<file path="src/design/conv_settings.svh">
`ifndef CONV_SETTINGS_SVH
`define CONV_SETTINGS_SVH

// operand and result width, products wrap to this
`define CONV_WORD_W 32

// entries in each operand buffer
`define CONV_DEPTH 16

// bits needed to address one entry
`define CONV_IDX_W 4

`endif

</file>
<file path="src/design/conv_pkg.sv">
`include "conv_settings.svh"

package conv_pkg;

   typedef logic [`CONV_WORD_W-1:0] word_t;
   typedef logic [`CONV_IDX_W-1:0]  idx_t;
   typedef logic [`CONV_DEPTH-1:0]  mask_t; // one bit per stored entry

   // per-cycle action of an operand buffer
   typedef enum logic [1:0] {
      LOAD_NONE,
      LOAD_ONE,
      LOAD_TWO
   } load_mode_e;

   typedef enum logic {
      SEQ_ACCUM, // pairs still to consume
      SEQ_DONE   // all pairs consumed, waits for a clear
   } seq_state_e;

endpackage

</file>
<file path="src/design/operand_buf_if.sv">
`timescale 1ns/1ps

interface operand_buf_if;
   import conv_pkg::*;

   mask_t valid;   // bit k set once entry k is stored
   idx_t  rd_idx;  // entry the sequencer wants
   word_t rd_word; // word at rd_idx, no read latency
   logic  cleared; // one cycle after a clear

   modport buf_mp (
      output valid,
      output rd_word,
      output cleared,
      input  rd_idx
   );

   modport seq_mp (
      output rd_idx,
      input  valid,
      input  rd_word,
      input  cleared
   );

endinterface

</file>
<file path="src/design/conv_accel.sv">
`timescale 1ns/1ps

module conv_accel (
   input  logic            clk_i,
   input  logic            rst_i,
   input  logic            hold_i,

   // filter buffer control
   input  logic            filt_ld_one_i,
   input  logic            filt_ld_two_i,
   input  logic            filt_clr_i,

   // data buffer control
   input  logic            data_ld_one_i,
   input  logic            data_ld_two_i,
   input  logic            data_clr_i,

   // register values from the core
   input  conv_pkg::word_t rs1_i,
   input  conv_pkg::word_t rs2_i,

   input  logic            run_i,
   output conv_pkg::word_t result_o,
   output logic            ready_o,
   output logic            stall_o
);

   operand_buf_if filt_bus ();
   operand_buf_if data_bus ();

   // rs1 fills the entry at the pointer, rs2 the one after it
   operand_buffer u_filt_buf (
      .clk_i    (clk_i),
      .rst_i    (rst_i),
      .hold_i   (hold_i),
      .ld_one_i (filt_ld_one_i),
      .ld_two_i (filt_ld_two_i),
      .word0_i  (rs1_i),
      .word1_i  (rs2_i),
      .clr_i    (filt_clr_i),
      .bus      (filt_bus)
   );

   operand_buffer u_data_buf (
      .clk_i    (clk_i),
      .rst_i    (rst_i),
      .hold_i   (hold_i),
      .ld_one_i (data_ld_one_i),
      .ld_two_i (data_ld_two_i),
      .word0_i  (rs1_i),
      .word1_i  (rs2_i),
      .clr_i    (data_clr_i),
      .bus      (data_bus)
   );

   mac_sequencer u_mac_seq (
      .clk_i    (clk_i),
      .rst_i    (rst_i),
      .hold_i   (hold_i),
      .run_i    (run_i),
      .filt     (filt_bus),
      .data     (data_bus),
      .result_o (result_o),
      .ready_o  (ready_o),
      .stall_o  (stall_o)
   );

endmodule

</file>
<file path="src/design/mac_sequencer.sv">
`timescale 1ns/1ps
`include "conv_settings.svh"

module mac_sequencer (
   input  logic            clk_i,
   input  logic            rst_i,
   input  logic            hold_i,
   input  logic            run_i,
   operand_buf_if.seq_mp   filt,
   operand_buf_if.seq_mp   data,
   output conv_pkg::word_t result_o,
   output logic            ready_o,
   output logic            stall_o
);
   import conv_pkg::*;

   localparam idx_t LAST_IDX = idx_t'(`CONV_DEPTH - 1);

   seq_state_e state_q;
   seq_state_e state_n;
   idx_t       idx_q;
   idx_t       idx_n;
   word_t      acc_q;
   word_t      acc_n;
   word_t      product;
   logic       pair_ok;
   logic       restart;
   logic       consume;
   logic       caught_up;

   // both buffers read at the same pair index
   assign filt.rd_idx = idx_q;
   assign data.rd_idx = idx_q;

   assign pair_ok = filt.valid[idx_q] & data.valid[idx_q];
   assign restart = filt.cleared | data.cleared;
   assign consume = (state_q == SEQ_ACCUM) && pair_ok;

   // unsigned, upper half of the full product is dropped
   assign product = filt.rd_word * data.rd_word;

   always_comb begin
      state_n = state_q;
      idx_n   = idx_q;
      acc_n   = acc_q;
      if (restart) begin
         state_n = SEQ_ACCUM;
         idx_n   = '0;
         acc_n   = '0;
      end else if (consume) begin
         acc_n = acc_q + product;
         if (idx_q == LAST_IDX) begin
            state_n = SEQ_DONE; // idx stays on the last entry
         end else begin
            idx_n = idx_q + 1'b1;
         end
      end
   end

   always_ff @(posedge clk_i) begin
      if (!rst_i) begin
         state_q <= SEQ_ACCUM;
         idx_q   <= '0;
         acc_q   <= '0;
      end else if (!hold_i) begin
         state_q <= state_n;
         idx_q   <= idx_n;
         acc_q   <= acc_n;
      end
   end

   // nothing left that could change the sum right now
   always_comb begin
      unique case (state_q)
         SEQ_ACCUM: caught_up = ~pair_ok;
         SEQ_DONE:  caught_up = 1'b1;
         default:   caught_up = 1'b1;
      endcase
   end

   assign ready_o  = run_i & caught_up & ~hold_i;
   assign stall_o  = run_i & ~caught_up & ~hold_i; // core keeps run_i up meanwhile
   assign result_o = acc_q;

endmodule

</file>
<file path="src/design/operand_buffer.sv">
`timescale 1ns/1ps
`include "conv_settings.svh"

module operand_buffer (
   input  logic            clk_i,
   input  logic            rst_i,
   input  logic            hold_i,
   input  logic            ld_one_i,
   input  logic            ld_two_i,
   input  conv_pkg::word_t word0_i,
   input  conv_pkg::word_t word1_i,
   input  logic            clr_i,
   operand_buf_if.buf_mp   bus
);
   import conv_pkg::*;

   localparam int unsigned DEPTH = `CONV_DEPTH;

   word_t                mem [DEPTH];
   logic [`CONV_IDX_W:0] wr_ptr;    // extra bit, 16 means full
   logic [`CONV_IDX_W:0] wr_ptr_p1;
   logic [`CONV_IDX_W:0] ptr_next;
   mask_t                valid_q;
   logic                 cleared_q;
   load_mode_e           mode;
   logic                 wr0_ok;
   logic                 wr1_ok;
   idx_t                 wr_idx0;
   idx_t                 wr_idx1;

   // two-word strobe wins, clear and hold suppress any load
   always_comb begin
      if (hold_i || clr_i) begin
         mode = LOAD_NONE;
      end else if (ld_two_i) begin
         mode = LOAD_TWO;
      end else if (ld_one_i) begin
         mode = LOAD_ONE;
      end else begin
         mode = LOAD_NONE;
      end
   end

   assign wr_ptr_p1 = wr_ptr + 1'b1;
   assign wr_idx0   = wr_ptr[`CONV_IDX_W-1:0];
   assign wr_idx1   = wr_ptr_p1[`CONV_IDX_W-1:0];

   // writes past the last entry are dropped
   assign wr0_ok = (mode != LOAD_NONE) && (wr_ptr < DEPTH);
   assign wr1_ok = (mode == LOAD_TWO) && (wr_ptr_p1 < DEPTH);

   always_comb begin
      ptr_next = wr_ptr;
      if (wr1_ok) begin
         ptr_next = wr_ptr_p1 + 1'b1;
      end else if (wr0_ok) begin
         ptr_next = wr_ptr_p1;
      end
   end

   always_ff @(posedge clk_i) begin
      if (!rst_i) begin
         wr_ptr    <= '0;
         valid_q   <= '0;
         cleared_q <= 1'b0;
      end else if (!hold_i) begin
         cleared_q <= clr_i; // pulse lasts one active cycle
         if (clr_i) begin
            wr_ptr  <= '0;
            valid_q <= '0;
         end else begin
            wr_ptr <= ptr_next;
            if (wr0_ok) begin
               valid_q[wr_idx0] <= 1'b1;
            end
            if (wr1_ok) begin
               valid_q[wr_idx1] <= 1'b1;
            end
         end
      end
   end

   // storage only, valid_q tells which entries mean anything
   always_ff @(posedge clk_i) begin
      if (wr0_ok) begin
         mem[wr_idx0] <= word0_i;
      end
      if (wr1_ok) begin
         mem[wr_idx1] <= word1_i;
      end
   end

   assign bus.valid   = valid_q;
   assign bus.rd_word = mem[bus.rd_idx];
   assign bus.cleared = cleared_q;

endmodule

</file>
<file path="config.mk">
export PLATFORM = sky130hd
export DESIGN_NAME = conv_accel
export DESIGN_NICKNAME = d
export VERILOG_FILES = /design/src/design/conv_pkg.sv /design/src/design/operand_buf_if.sv /design/src/design/conv_accel.sv /design/src/design/mac_sequencer.sv /design/src/design/operand_buffer.sv
export VERILOG_INCLUDE_DIRS = /design/src /design/src/design
export SDC_FILE = /design/constraint.sdc
export NUM_CORES = 2
export LEC_CHECK = 0
export BUFFER_PORTS_ARGS = -buffer_cell sky130_fd_sc_hd__buf_2
export CORE_ASPECT_RATIO = 0.5
export CORE_MARGIN = 8
export CORE_UTILIZATION = 40
export CTS_CLUSTER_DIAMETER = 200
export DETAILED_ROUTE_END_ITERATION = 7
export GPL_ROUTABILITY_DRIVEN = 0
export PLACE_DENSITY = 0.57
export SLEW_MARGIN = 20
export SYNTH_ARGS = -nofsm -noshare
export SYNTH_HDL_FRONTEND = slang
export SYNTH_SLANG_ARGS = --single-unit
</file>
<file path="constraint.sdc">
create_clock -name clk_i -period 20.8 [get_ports clk_i]
set_input_delay 4.16 -clock clk_i [delete_from_list [all_inputs] [get_ports clk_i]]
set_output_delay 4.16 -clock clk_i [all_outputs]
set_load 0.02 [all_outputs]
</file>
==> out/metrics.cfg <==
[final_layout]
fin_nets=5736
layout-drive-gt1-share_pct=35.2
final_cell_mix=1031 x mux2_2, 1024 x edfxtp_1, 540 x inv_1
final_common_cell=mux2_2
synthToLayoutAreaGrowth_pct=8.51

[clocking]
root_buffer=clkbuf_16
numCtsBuffers=106
ctsHtreeMaxLevel=3
clockBufferDepth=3
clkTransAtPathRegs_ps=70
ctsHoldBuffers=0
cts_resized=0
clk_latency_ps=780
tritoncts=built
cts_setup_buffers=0
cts_sinks=1109

[status]
status=completed

[setup_path]
max_stage_delay_ps=730
critPathLaunchType=flip-flop
crit_fanout=36
crit_top_cell=fa_1
crit_type=reg2reg
required_ps=21420
cpMaxStageDelayCell=dfxtp_4
r2r_slack_ps=9640
endpoint_kind=flip-flop
reg2reg_to=u_mac_seq.result_o[31]
cp.arrival_ps=11780
reg2reg_depth=34

[timing]
rsz0062_at_grt=false
finalMaxSlewViolations=0
fin_crit_ps=11160
timing.final.crit_share_pct=53.7
tns_ps=0
timing.hold.ws_ps=450
max_slew.worst_pin.slew_ps=1170
relSlewSlack_pct=21.8
setup_violations=0
fmax_mhz=89.6
finClkSkew_ps=52.3
hold_violations=0

[logic_synthesis]
avgSynthCellArea_um2=13.7
syn-cell-area_um2=71800
synth_top_cell_area_share_pct=42.8
synth_seq_cells=1109
synth_fp_nets=5876
syn_inst=5226
ys_types=67
ys.flop_type=edfxtp_1
synth-edff-count=1024
yosysWarningCount=0
async_flop_share_pct=0
synth_top_area_cell=edfxtp_1
yosysSeqAreaShare_pct=45.2
yosys-top-cells-area=edfxtp_1 43%, mux2_2 16%, fa_1 12%, mux4_2 7.6%, inv_1 2.8%

[pwr]
combPwrFrac_pct=53.4
leakagePower_nw=28.4
vdd_drop_max_uv=387
total_power_w=0.00947
p_sw_share_pct=40.1
p_sw_w=0.00380
power.internal_w=0.00567
power.share.clock_pct=20.6
power.density_nw_per_um2=121
seqPwrFrac_pct=26.0

[global_route]
grt_pass1_wl_mm=348
grt_max_degree=87
grt_overflow_total=0
antenna_found_initial=19
grtUsageTotal_pct=25.1
grt_pass1_vias=46200

[floorplanning]
die_area_um2=194000
io_pins=108
die-width_um=615
initial_core_util_pct=40.1
std_cell_rows=110
core_area_um2=179000
die-height_um=316

[min_path]
hold_path_class=reg2reg
hold_depth=2
worst_hold_path.endpoint=u_filt_buf.bus.valid[15]
worstHoldStart=u_filt_buf.bus.valid[15]

[route]
drcViolationCount=0
dr.pass1.iters=5
routed_wl_mm=249
ant_nets=0
vias=45500
dr.first_iter.drc_count=5730
post_drt_via_cell_ratio=6.00
wl_per_cell_um=32.8

[place]
dp_hpwl_mm=145
port_buffers=107

[run]
cap_violations=0

==> synthesized netlist by cell type (5+ instances only) <==
master,instances
mux2_2,1031
buf_6,13
clkbuf_1,391
ha_1,138
nand2b_1,43
mux4_2,244
o31ai_1,5
dfxtp_1,85
a221oi_2,5
nor2_1,323
fa_1,438
a21boi_0,8
a221oi_1,15
xnor2_1,66
o21ai_0,23
buf_12,7
buf_1,37
buf_4,16
and2_1,12
nor3_1,7
o211ai_1,5
xor2_1,28
mux2i_1,22
edfxtp_1,1024
inv_1,543
buf_2,23
a22o_1,22
a21oi_1,43
nand3_1,18
a22oi_1,41
or2_2,30
nor2b_1,60
nand2_1,270
a21o_1,34
o21ba_2,22
and3_1,40
a211oi_1,5
mux4_1,32
==> worst max-delay path by stage <==
stage / start / to / slack [ps] / cells past startpoint
2_1_floorplan: flip-flop / u_mac_seq.result_o[29] / 11600 / 39
3_3_place_gp: flip-flop / u_mac_seq.result_o[31] / 9590 / 34
3_5_place_dp: flip-flop / u_mac_seq.result_o[31] / 9590 / 34
4_1_cts: flip-flop / u_mac_seq.result_o[31] / 9530 / 34
5_1_grt: flip-flop / u_mac_seq.result_o[31] / 9020 / 34
6_report: flip-flop / u_mac_seq.result_o[31] / 9640 / 34
==> cell families after synthesis <==
logic type / Yosys count / synth area share [%]
fa+ha+maj: 576 / 14.6
buf+inv: 1033 / 5.85
compound gates: 261 / 2.78
xor+xnor: 98 / 1.25
mux: 1330 / 25.3
flops: 1109 / 45.2
simple gates: 819 / 5.04
==> power groups by stage <==
| stage | clock (W) | sequential (W) | combinational [W] |
|---|---|---|---|
| after floorplan | 0 | 0.00251 | 0.00388 |
| after global placement | 0 | 0.00251 | 0.00493 |
| after detailed placement | 0 | 0.00251 | 0.00502 |
| after CTS | 0.00198 | 0.00246 | 0.00507 |
| after global routing | 0.00205 | 0.00247 | 0.00572 |
| final | 0.00195 | 0.00246 | 0.00506 |
==> state kept, by name, summed over array words and instances (netlist names), 4 cells and up, named ones only <==
register               cells
u_filt_buf.bus.valid      16
u_filt_buf.mem           512
u_mac_seq.result_o        32
u_mac_seq.data.rd_idx      4
u_filt_buf.wr_ptr          5
u_data_buf.mem           512
u_data_buf.wr_ptr          5
u_data_buf.bus.valid      16
==> stage by stage <==
step,instances,setup slack (ps),area [um^2],util (%)
2_1_floorplan,5226,11600,71800,-
3_3_place_gp,7385,9590,74600,41.6
4_1_cts,7578,9530,77900,43.5
6_report,7590,9640,78000,43.5
5_1_grt,7585,9020,77900,43.5
3_5_place_dp,7386,9590,74600,41.6
==> worst max-delay path, delay by kind of cell (launching register included) <==
| family | cells | cell delay (ps) |
|---|---|---|
| muxes | 1 | 640 |
| buffers and inverters | 10 | 2620 |
| and+or+nand+nor | 2 | 210 |
| DFF | 1 | 730 |
| xor gates and xnor gates | 1 | 210 |
| AOI/OAI and AO/OA | 11 | 2120 |
| adders and majority gates | 9 | 4330 |
==> cell type report <==
type | count | area [um^2]
antenna | 12 | 30.0
clock buffer | 130 | 2780
clock inverter | 62 | 547
fill | 16200 | 101000
inverter | 544 | 2040
multi-input combinational | 3084 | 35500
sequential | 1109 | 32500
tap | 2408 | 3010
timing repair buffer | 241 | 1550
==> routing by layer <==
layer | up-vias | GRT usage (%) | share of wire, %
met2 | 2636 | 40.4 | 46
met3 | 520 | 5.68 | 11
li1 | 18200 | - | -
met1 | 24100 | 33.6 | 40
met4 | 2 | 8.66 | 3.9
met5 | - | 0 | 0.0036
Note: power is estimated with default switching activity, not from simulation.
